<file path="src/dl1_ctrl_pkg.sv">
package dl1_ctrl_pkg;

	// ============================================================
	// Cache geometry
	// ============================================================
	localparam int DATA_LENGTH     = 32;
	localparam int DCACHE_WAY      = 4;
	localparam int DCACHE_LINE     = 64;
	localparam int BYTE_OFFSET     = 2;
	localparam int WORD_OFFSET     = 3;

	// Derived widths
	localparam int WORDS_PER_BLOCK = 1 << WORD_OFFSET;
	localparam int WORD_SEL_W      = $clog2(WORDS_PER_BLOCK);
	localparam int INDEX_W         = $clog2(DCACHE_LINE);
	localparam int TAG_LSB         = BYTE_OFFSET + WORD_OFFSET + INDEX_W;
	localparam int TAG_LENGTH      = DATA_LENGTH - TAG_LSB;

	// ============================================================
	// State encodings
	// ============================================================
	typedef enum logic [2:0]
	{
		IDLE,
		WAIT_WB,
		HALT_REPLACE,
		HALT_DIRTY_1,
		HALT_DIRTY_2,
		CHALLENGE,
		PENALTY,
		WAIT_WRITE
	} miss_state_t;

	typedef enum logic
	{
		WB_EMPT,
		WB_DONE
	} wb_state_t;

	// ============================================================
	// Port bundles
	// ============================================================
	typedef struct packed
	{
		logic                   read;
		logic                   write;
		logic [DATA_LENGTH-1:0] addr;
	} cpu_req_t;

	typedef struct packed
	{
		logic dcache_hit;
		logic vc_hit;
		logic wb_hit;
		logic wb_read_tag_hit;
	} lookup_t;

	// Per-way masks from the tag array and the replacement logic
	typedef struct packed
	{
		logic [DCACHE_WAY-1:0] valid;
		logic [DCACHE_WAY-1:0] dirty;
		logic [DCACHE_WAY-1:0] victim;
	} way_status_t;

	typedef struct packed
	{
		logic full;
		logic empty;
		logic done;
	} wb_status_t;

	typedef struct packed
	{
		logic [DATA_LENGTH-1:0] dl1_data;
		logic [DATA_LENGTH-1:0] vc_data;
		logic [DATA_LENGTH-1:0] wb_hit_data;
		logic [DATA_LENGTH-1:0] update_data;
	} read_src_t;

	typedef struct packed
	{
		logic wb_trigger;
		logic wb_write;
		logic wb_read;
	} wb_ctrl_t;

endpackage

</file>
<file path="src/dl1_miss_fsm.sv">
`timescale 1ns/1ns

module dl1_miss_fsm import dl1_ctrl_pkg::*;
(
	input  logic                  cache_clk,
	input  logic                  rst_n,
	input  cpu_req_t              cpu,
	input  lookup_t               look,
	input  way_status_t           ways,
	input  logic                  wb_full,
	input  logic                  update,
	input  logic                  dirty_done,
	input  logic                  same_tag,
	output logic                  halt,
	output logic                  dirty_replace,
	output logic [WORD_SEL_W-1:0] dirty_word_sel,
	output logic                  dirty_trigger,
	output logic                  update_trigger,
	output logic                  update_vc,
	output logic                  capture_en
);

	miss_state_t state;
	miss_state_t next_state;

	logic miss_read;
	logic miss_write;
	logic miss;
	logic dirty;
	logic all_valid;
	logic halt_req;
	logic update_req;
	logic dirty_req;
	logic update_q;
	logic update_q2;
	logic dirty_q;
	logic dirty_q2;

	// ============================================================
	// Miss detection
	// ============================================================
	assign miss_read  = cpu.read && !look.dcache_hit && !look.vc_hit && !look.wb_hit;
	assign miss_write = cpu.write && !look.dcache_hit && !look.wb_hit && wb_full;
	assign miss       = miss_read || miss_write;
	// Victim line needs a write-back first
	assign dirty      = |(ways.dirty & ways.victim);
	assign all_valid  = &ways.valid;

	// Address and victim are sampled while the refill is pending
	assign capture_en = (state == HALT_REPLACE);

	// ============================================================
	// Miss, write-back and refill FSM
	// ============================================================
	always_comb
	begin
		next_state    = state;
		halt_req      = 1'b0;
		update_req    = 1'b0;
		dirty_req     = 1'b0;
		dirty_replace = 1'b0;
		unique case (state)
			IDLE:
			begin
				if (miss && look.wb_read_tag_hit)
				begin
					halt_req   = 1'b1;
					next_state = WAIT_WB;
				end
				else if (miss && !dirty)
				begin
					halt_req   = 1'b1;
					update_req = 1'b1;
					next_state = HALT_REPLACE;
				end
				else if (miss && dirty)
				begin
					halt_req      = 1'b1;
					dirty_replace = 1'b1;
					next_state    = HALT_DIRTY_1;
				end
			end
			WAIT_WB:
			begin
				// Line still in flight in the write buffer
				halt_req = 1'b1;
				if (!look.wb_read_tag_hit)
					next_state = IDLE;
			end
			HALT_REPLACE:
			begin
				halt_req = 1'b1;
				if (update && cpu.read)
				begin
					halt_req   = 1'b0;
					next_state = CHALLENGE;
				end
				else if (update && cpu.write)
					next_state = WAIT_WRITE;
			end
			HALT_DIRTY_1:
			begin
				halt_req      = 1'b1;
				dirty_replace = 1'b1;
				if (dirty_word_sel == WORD_SEL_W'(WORDS_PER_BLOCK - 1))
				begin
					dirty_req  = 1'b1;
					next_state = HALT_DIRTY_2;
				end
			end
			HALT_DIRTY_2:
			begin
				halt_req = 1'b1;
				if (dirty_done)
				begin
					update_req = 1'b1;
					next_state = HALT_REPLACE;
				end
			end
			CHALLENGE:
			begin
				// CPU runs on streamed refill words
				if (!miss && !update)
					next_state = IDLE;
				else if (miss)
				begin
					halt_req   = 1'b1;
					next_state = PENALTY;
				end
				else if (cpu.write && same_tag)
				begin
					halt_req   = 1'b1;
					next_state = WAIT_WRITE;
				end
			end
			PENALTY:
			begin
				halt_req = 1'b1;
				if (!update && dirty)
				begin
					dirty_replace = 1'b1;
					next_state    = HALT_DIRTY_1;
				end
				else if (!update)
				begin
					update_req = 1'b1;
					next_state = HALT_REPLACE;
				end
			end
			WAIT_WRITE:
			begin
				halt_req = 1'b1;
				if (!update)
				begin
					halt_req   = 1'b0;
					next_state = IDLE;
				end
			end
			default: next_state = IDLE;
		endcase
	end

	always_ff @(posedge cache_clk or negedge rst_n)
	begin
		if (!rst_n)
			state <= IDLE;
		else
			state <= next_state;
	end

	// Write-back word counter
	always_ff @(posedge cache_clk or negedge rst_n)
	begin
		if (!rst_n)
			dirty_word_sel <= '0;
		else if (!dirty_replace)
			dirty_word_sel <= '0;
		else
			dirty_word_sel <= dirty_word_sel + 1'b1;
	end

	// ============================================================
	// Halt register and request edge detectors
	// ============================================================
	always_ff @(posedge cache_clk or negedge rst_n)
	begin
		if (!rst_n)
		begin
			halt      <= 1'b0;
			update_q  <= 1'b0;
			update_q2 <= 1'b0;
			dirty_q   <= 1'b0;
			dirty_q2  <= 1'b0;
		end
		else
		begin
			halt      <= halt_req;
			update_q  <= update_req;
			update_q2 <= update_q;
			dirty_q   <= dirty_req;
			dirty_q2  <= dirty_q;
		end
	end

	assign update_trigger = update_q && !update_q2;
	assign dirty_trigger  = dirty_q && !dirty_q2;
	// Victim cache takes the evicted line only when the set is full
	assign update_vc      = all_valid && update_trigger;

endmodule

</file>
<file path="src/dl1_refill_latch.sv">
`timescale 1ns/1ns

module dl1_refill_latch import dl1_ctrl_pkg::*;
(
	input  logic                   cache_clk,
	input  logic                   rst_n,
	input  logic                   capture_en,
	input  logic [DATA_LENGTH-1:0] addr,
	input  logic [DCACHE_WAY-1:0]  victim_way,
	input  logic                   update,
	output logic                   same_tag,
	output logic                   same_addr,
	output logic [DCACHE_WAY-1:0]  replace_way
);

	logic [DATA_LENGTH-1:0] miss_addr;
	logic [DCACHE_WAY-1:0]  miss_way;
	logic [TAG_LENGTH-1:0]  tag;
	logic [TAG_LENGTH-1:0]  miss_tag;

	// ============================================================
	// Missing address and victim way
	// ============================================================
	always_ff @(posedge cache_clk or negedge rst_n)
	begin
		if (!rst_n)
		begin
			miss_addr <= '0;
			miss_way  <= '0;
		end
		else if (capture_en)
		begin
			miss_addr <= addr;
			miss_way  <= victim_way;
		end
	end

	// Compare live request against the line being refilled
	assign tag       = addr[DATA_LENGTH-1:TAG_LSB];
	assign miss_tag  = miss_addr[DATA_LENGTH-1:TAG_LSB];
	assign same_tag  = (tag == miss_tag);
	assign same_addr = (addr == miss_addr);

	// Way select only valid during refill
	assign replace_way = update ? miss_way : '0;

endmodule

</file>
<file path="src/dl1_wb_drain.sv">
`timescale 1ns/1ns

module dl1_wb_drain import dl1_ctrl_pkg::*;
(
	input  logic       cache_clk,
	input  logic       rst_n,
	input  logic       cpu_write,
	input  logic       dcache_hit,
	input  logic       wb_hit,
	input  wb_status_t wb,
	input  logic       l2_full,
	output wb_ctrl_t   ctrl
);

	wb_state_t state;
	wb_state_t next_state;

	logic wb_write_q;
	logic trig_req;
	logic read_req;
	logic trig_q;
	logic trig_q1;
	logic trig_q2;
	logic read_q;
	logic read_q1;
	logic read_q2;

	// Write strobe into the buffer that also merges on a buffer hit
	always_ff @(posedge cache_clk or negedge rst_n)
	begin
		if (!rst_n)
			wb_write_q <= 1'b0;
		else
			wb_write_q <= cpu_write && !dcache_hit && (!wb.full || wb_hit);
	end

	// ============================================================
	// Drain FSM
	// ============================================================
	always_comb
	begin
		next_state = state;
		trig_req   = 1'b0;
		read_req   = 1'b0;
		unique case (state)
			WB_EMPT:
			begin
				// Next level must have room before a drain starts
				if (!wb.empty && !l2_full)
				begin
					trig_req   = 1'b1;
					next_state = WB_DONE;
				end
			end
			WB_DONE:
			begin
				if (wb.done)
				begin
					read_req   = 1'b1;
					next_state = WB_EMPT;
				end
			end
		endcase
	end

	always_ff @(posedge cache_clk or negedge rst_n)
	begin
		if (!rst_n)
			state <= WB_EMPT;
		else
			state <= next_state;
	end

	// Registered requests followed by edge detectors
	always_ff @(posedge cache_clk or negedge rst_n)
	begin
		if (!rst_n)
		begin
			trig_q  <= 1'b0;
			trig_q1 <= 1'b0;
			trig_q2 <= 1'b0;
			read_q  <= 1'b0;
			read_q1 <= 1'b0;
			read_q2 <= 1'b0;
		end
		else
		begin
			trig_q  <= trig_req;
			trig_q1 <= trig_q;
			trig_q2 <= trig_q1;
			read_q  <= read_req;
			read_q1 <= read_q;
			read_q2 <= read_q1;
		end
	end

	always_comb
	begin
		ctrl.wb_trigger = trig_q1 && !trig_q2;
		ctrl.wb_write   = wb_write_q;
		ctrl.wb_read    = read_q1 && !read_q2;
	end

endmodule

</file>
<file path="src/dl1_read_mux.sv">
`timescale 1ns/1ns

module dl1_read_mux import dl1_ctrl_pkg::*;
(
	input  read_src_t              src,
	input  lookup_t                look,
	input  logic                   update,
	input  logic                   same_addr,
	output logic [DATA_LENGTH-1:0] data_out
);

	// ============================================================
	// CPU read data priority
	// ============================================================
	always_comb
	begin
		// Word streaming in from the refill wins over stale copies
		if (same_addr && update)
			data_out = src.update_data;
		else if (look.dcache_hit)
			data_out = src.dl1_data;
		else if (look.vc_hit)
			data_out = src.vc_data;
		else if (look.wb_hit)
			data_out = src.wb_hit_data;
		else
			data_out = '0;
	end

endmodule

</file>
<file path="src/dl1_controller.sv">
`timescale 1ns/1ns

module dl1_controller import dl1_ctrl_pkg::*;
(
	input  logic                   cache_clk,
	input  logic                   rst_n,
	input  cpu_req_t               cpu,
	input  lookup_t                look,
	input  way_status_t            ways,
	input  wb_status_t             wb,
	input  read_src_t              src,
	input  logic                   update,
	input  logic                   dirty_done,
	input  logic                   l2_full,
	output logic [DATA_LENGTH-1:0] data_out,
	output logic                   halt,
	output logic                   dirty_replace,
	output logic [WORD_SEL_W-1:0]  dirty_word_sel,
	output logic                   dirty_trigger,
	output logic                   update_trigger,
	output logic                   update_vc,
	output logic [DCACHE_WAY-1:0]  replace_way,
	output wb_ctrl_t               wb_ctrl
);

	logic capture_en;
	logic same_tag;
	logic same_addr;

	// ============================================================
	// Miss handling
	// ============================================================
	dl1_miss_fsm u_miss_fsm
	(
		.cache_clk      (cache_clk),
		.rst_n          (rst_n),
		.cpu            (cpu),
		.look           (look),
		.ways           (ways),
		.wb_full        (wb.full),
		.update         (update),
		.dirty_done     (dirty_done),
		.same_tag       (same_tag),
		.halt           (halt),
		.dirty_replace  (dirty_replace),
		.dirty_word_sel (dirty_word_sel),
		.dirty_trigger  (dirty_trigger),
		.update_trigger (update_trigger),
		.update_vc      (update_vc),
		.capture_en     (capture_en)
	);

	dl1_refill_latch u_refill_latch
	(
		.cache_clk   (cache_clk),
		.rst_n       (rst_n),
		.capture_en  (capture_en),
		.addr        (cpu.addr),
		.victim_way  (ways.victim),
		.update      (update),
		.same_tag    (same_tag),
		.same_addr   (same_addr),
		.replace_way (replace_way)
	);

	// ============================================================
	// Write buffer and read path
	// ============================================================
	dl1_wb_drain u_wb_drain
	(
		.cache_clk  (cache_clk),
		.rst_n      (rst_n),
		.cpu_write  (cpu.write),
		.dcache_hit (look.dcache_hit),
		.wb_hit     (look.wb_hit),
		.wb         (wb),
		.l2_full    (l2_full),
		.ctrl       (wb_ctrl)
	);

	dl1_read_mux u_read_mux
	(
		.src       (src),
		.look      (look),
		.update    (update),
		.same_addr (same_addr),
		.data_out  (data_out)
	);

endmodule

</file>
<file path="config.mk">
export PLATFORM = sky130hd
export DESIGN_NAME = dl1_controller
export DESIGN_NICKNAME = d
export VERILOG_FILES = /design/src/dl1_ctrl_pkg.sv /design/src/dl1_miss_fsm.sv /design/src/dl1_refill_latch.sv /design/src/dl1_wb_drain.sv /design/src/dl1_read_mux.sv /design/src/dl1_controller.sv
export SDC_FILE = /design/constraint.sdc
export NUM_CORES = 1
export LEC_CHECK = 0
export BUFFER_PORTS_ARGS = -buffer_cell sky130_fd_sc_hd__buf_2
export CELL_PAD_IN_SITES_DETAIL_PLACEMENT = 1
export CELL_PAD_IN_SITES_GLOBAL_PLACEMENT = 2
export CORE_ASPECT_RATIO = 0.7
export CORE_UTILIZATION = 25
export CTS_CLUSTER_SIZE = 30
export DETAILED_ROUTE_END_ITERATION = 6
export HOLD_SLACK_MARGIN = 0.12
export PLACE_DENSITY = 0.86
export SLEW_MARGIN = 20
export SYNTH_ARGS = -nofsm -noshare
export SYNTH_HDL_FRONTEND = slang
export SYNTH_SLANG_ARGS = --single-unit
export TNS_END_PERCENT = 100
</file>
<file path="constraint.sdc">
create_clock -name cache_clk -period 2.27 [get_ports cache_clk]
set_input_delay 0.454 -clock cache_clk [delete_from_list [all_inputs] [get_ports cache_clk]]
set_output_delay 0.454 -clock cache_clk [all_outputs]
set_load 0.01 [all_outputs]
</file>
==> results.ini <==
[global_routing]
met2_usage_pct = 27.8
overflow = 0
grtUsageTotal_pct = 16.2
grt_pass1_vias = 3896
grt_pass1_wl_mm = 20.4
grtUsageMet1_pct = 22.2
grt_max_degree = 67
gr-usage-met3_pct = 2.53
antenna_found_initial = 0
top_usage_layer = met2

[run_status]
outcome = complete, but fails checks
violations = setup timing

[die]
ioPinCount = 233
die_h_microns = 106
start_util_pct = 26.0
row_count = 37
core_sq_um = 14900
dieWidth_microns = 151
dieArea_sq_um = 16000

[sta]
timing.fmax_mhz = 385
finalHoldViolCount = 0
fin_worst_skew_ps = 6.94
setup_violations = 32
slew_headroom_pct = 53.2
tightest_slew_ps = 702
period_share_pct = 115
whs_ps = 293
rsz0062_at_grt = true
fin_ws_ps = -331
period_needed_ps = 2600
finalMaxSlewViolations = 0

[place]
placed_area_sq_um = 5340
portBuffers = 232
dpl.hpwl_mm = 10.9
gp_congestion = 0.843

[power_and_ir_drop]
ir_drop_v = 0.000358
power.leakage_nw = 2.77
pwr_density_cell_nw_per_um2 = 828

[critical_path]
rrSetupSlack_ps = 430
crit_arrival_ps = 2150
cp.required_ps = 1820
end_kind = output pin
worstSetupStartpointType = flip-flop
path_max_fanout = 32
crit_type = flip-flop to output pin

[drt]
first_pass_iters = 4
routedWlPerCell_microns = 16.6
drt-total-wl_mm = 13.3
num_vias = 3801
postRouteAntennaNets = 0
drc = 0
drt_iter0_drc = 131
viasPerCell = 4.73

[clock_network]
clock_latency_ps = 290
hold_buffers = 0
cts_made_buffers = 5
tritoncts = done
cts_root_buffer = clkbuf_16
path_clk_slew_ps = 70
cts_sinks = 55
cts.path.max_buffers = 2
htree_num_levels = 2

[synth]
synth_area_per_cell_sq_um = 10.3
ys.warnings.count = 0
syn-num-nets = 565
netlist_instances = 376
ys_async_sr_fraction_pct = 100
ys_seq_area_share_pct = 35.6
synth_ff_type = dfrtp_1
synth-edff-count = 0
synthesis.area_sq_um = 3870
yosys_register_bits = 55
ys_types = 51

[layout]
area_growth_pct = 42.1
regArea_sq_um = 1380
final_area_sq_um = 5500
fin_nets = 799
drive_gt1_share_pct = 55.3
fill_cells = 1789
num_antenna_cells = 0
multi_input_area_sq_um = 2360

[run]
drv_cap = 0

[worst_hold_path]
hp-class = primary input to async pin

-- flip-flops by register name, indices dropped and copies added, names as in the netlist --
name,count
u_miss_fsm.halt,1
u_miss_fsm.update_q,1
u_miss_fsm.state,3
u_wb_drain.read_q,1
u_wb_drain.state,1
u_wb_drain.trig_q,1
u_miss_fsm.dirty_word_sel,3
u_wb_drain.read_q2,1
u_wb_drain.trig_q1,1
u_miss_fsm.dirty_q,1
u_miss_fsm.update_q2,1
u_refill_latch.miss_way,4
u_wb_drain.wb_write_q,1
u_wb_drain.trig_q2,1
u_refill_latch.miss_addr,32
u_wb_drain.read_q1,1
u_miss_fsm.dirty_q2,1
-- power by group --
group | internal [W] | total [W] | switching [W]
clock | 0.000397 | 0.000723 | 0.000326
combinational | 0.00120 | 0.00218 | 0.000976
sequential | 0.00138 | 0.00165 | 0.000269
total | 0.00298 | 0.00455 | 0.00157
-- cells in the final DEF (no fill, tap or decap), drive strengths merged, types with 2 or more instances in the layout --
cell     instances
a2111oi          2
a21o             3
a21oi            2
a221oi           2
a22oi           31
a41oi            2
and2             8
buf            252
clkbuf           5
dfrtp           55
ha               3
inv              5
mux2            68
nand2           41
nand3            5
nand4            9
nor2             8
nor2b            8
nor3             4
nor3b            2
o2111ai          2
o211ai           2
o21ai           37
or3              4
xnor2           30
xor2             2
-- worst max-delay path, cell delays in order (launching register included) --
cell and delay [ps]:
dfrtp_1 410, xnor2_1 160, nand4_1 160, nor3_2 210, buf_4 140, nand3_4 80
buf_12 210, mux2_4 320, buf_2 140
-- cell families after synthesis --
kind of cell	count (synthesis)	share of synthesized area, %
buf+inv	30	3.78
simple gates	94	12.9
xor+xnor	32	7.24
mux	69	23.0
fa+ha+maj	3	0.970
flops	55	35.6
compound gates	93	16.5
-- layer usage --
metal	wire length, microns	part of all wire (%)	vias to the layer above
li1	-	-	1840
met1	6000	45	1867
met3	615	4.6	2
met4	27	0.20	0
met5	0	0	-
met2	6670	50	92
-- path summary, 6_finish.rpt --
kind                                             start                            to  depth (start not counted)
setup / recovery           u_refill_latch.miss_addr[8]                   data_out[8]                          8
hold / removal                                   rst_n            u_wb_drain.trig_q1                          2
setup reg to reg                   u_miss_fsm.state[0]           u_miss_fsm.update_q                          6
hold reg to reg                      u_wb_drain.trig_q            u_wb_drain.trig_q1                          0
max in group asynchronous                        rst_n  u_refill_latch.miss_addr[20]                          2
min in group cache_clk                         l2_full             u_wb_drain.trig_q                          2
-- Yosys cell counts (all sizes together), types with 3 or more instances --
library cell  count  area [sq um]
nand3             5          37.5
and2              8          50.1
a21o              3          22.5
a22oi            31           233
nor3              4          31.3
mux2             68           878
nand2            41           154
clkbuf           14          52.6
ha                3          37.5
dfrtp            55          1380
nor2              8          30.0
or3               4          25.0
inv               5          18.8
nand4             9          56.3
buf              11          75.1
o21ai            37           185
nor2b             8          50.1
xnor2            30           263
-- area by class of cell --
| class | instances | share of cell area, % |
|---|---|---|
| tap | 195 | 4.44 |
| multi-input combinational | 291 | 43.0 |
| inverter | 5 | 0.341 |
| timing repair buffer | 252 | 24.8 |
| sequential | 55 | 25.0 |
| clock buffer | 5 | 2.28 |
| clock inverter | 1 | 0.137 |
-- per-stage QoR --
stage	instances	setup slack, ps	setup TNS [ps]	power [W]	utilization [%]
after CTS	803	-367	-11150	0.00462	36.8
after detailed placement	797	-261	-7720	0.00385	35.8
after global routing	804	-463	-14380	0.00491	36.9
final	804	-331	-9920	0.00455	36.9
after global placement	797	-245	-7340	0.00372	35.8
after floorplan	376	156	0	0.00313	-
-- timing repair --
| item | CTS | global route |
|---|---|---|
| setup endpoints to repair | 33 | 33 |
| gates resized for setup | 2 | 1 |
| pin swaps | 0 | 2 |
| buffers inserted | 0 | 1 |
| endpoints found under the hold margin | 0 | 0 |
| cloned | 0 | 0 |
(Power assumes the default switching activity.)
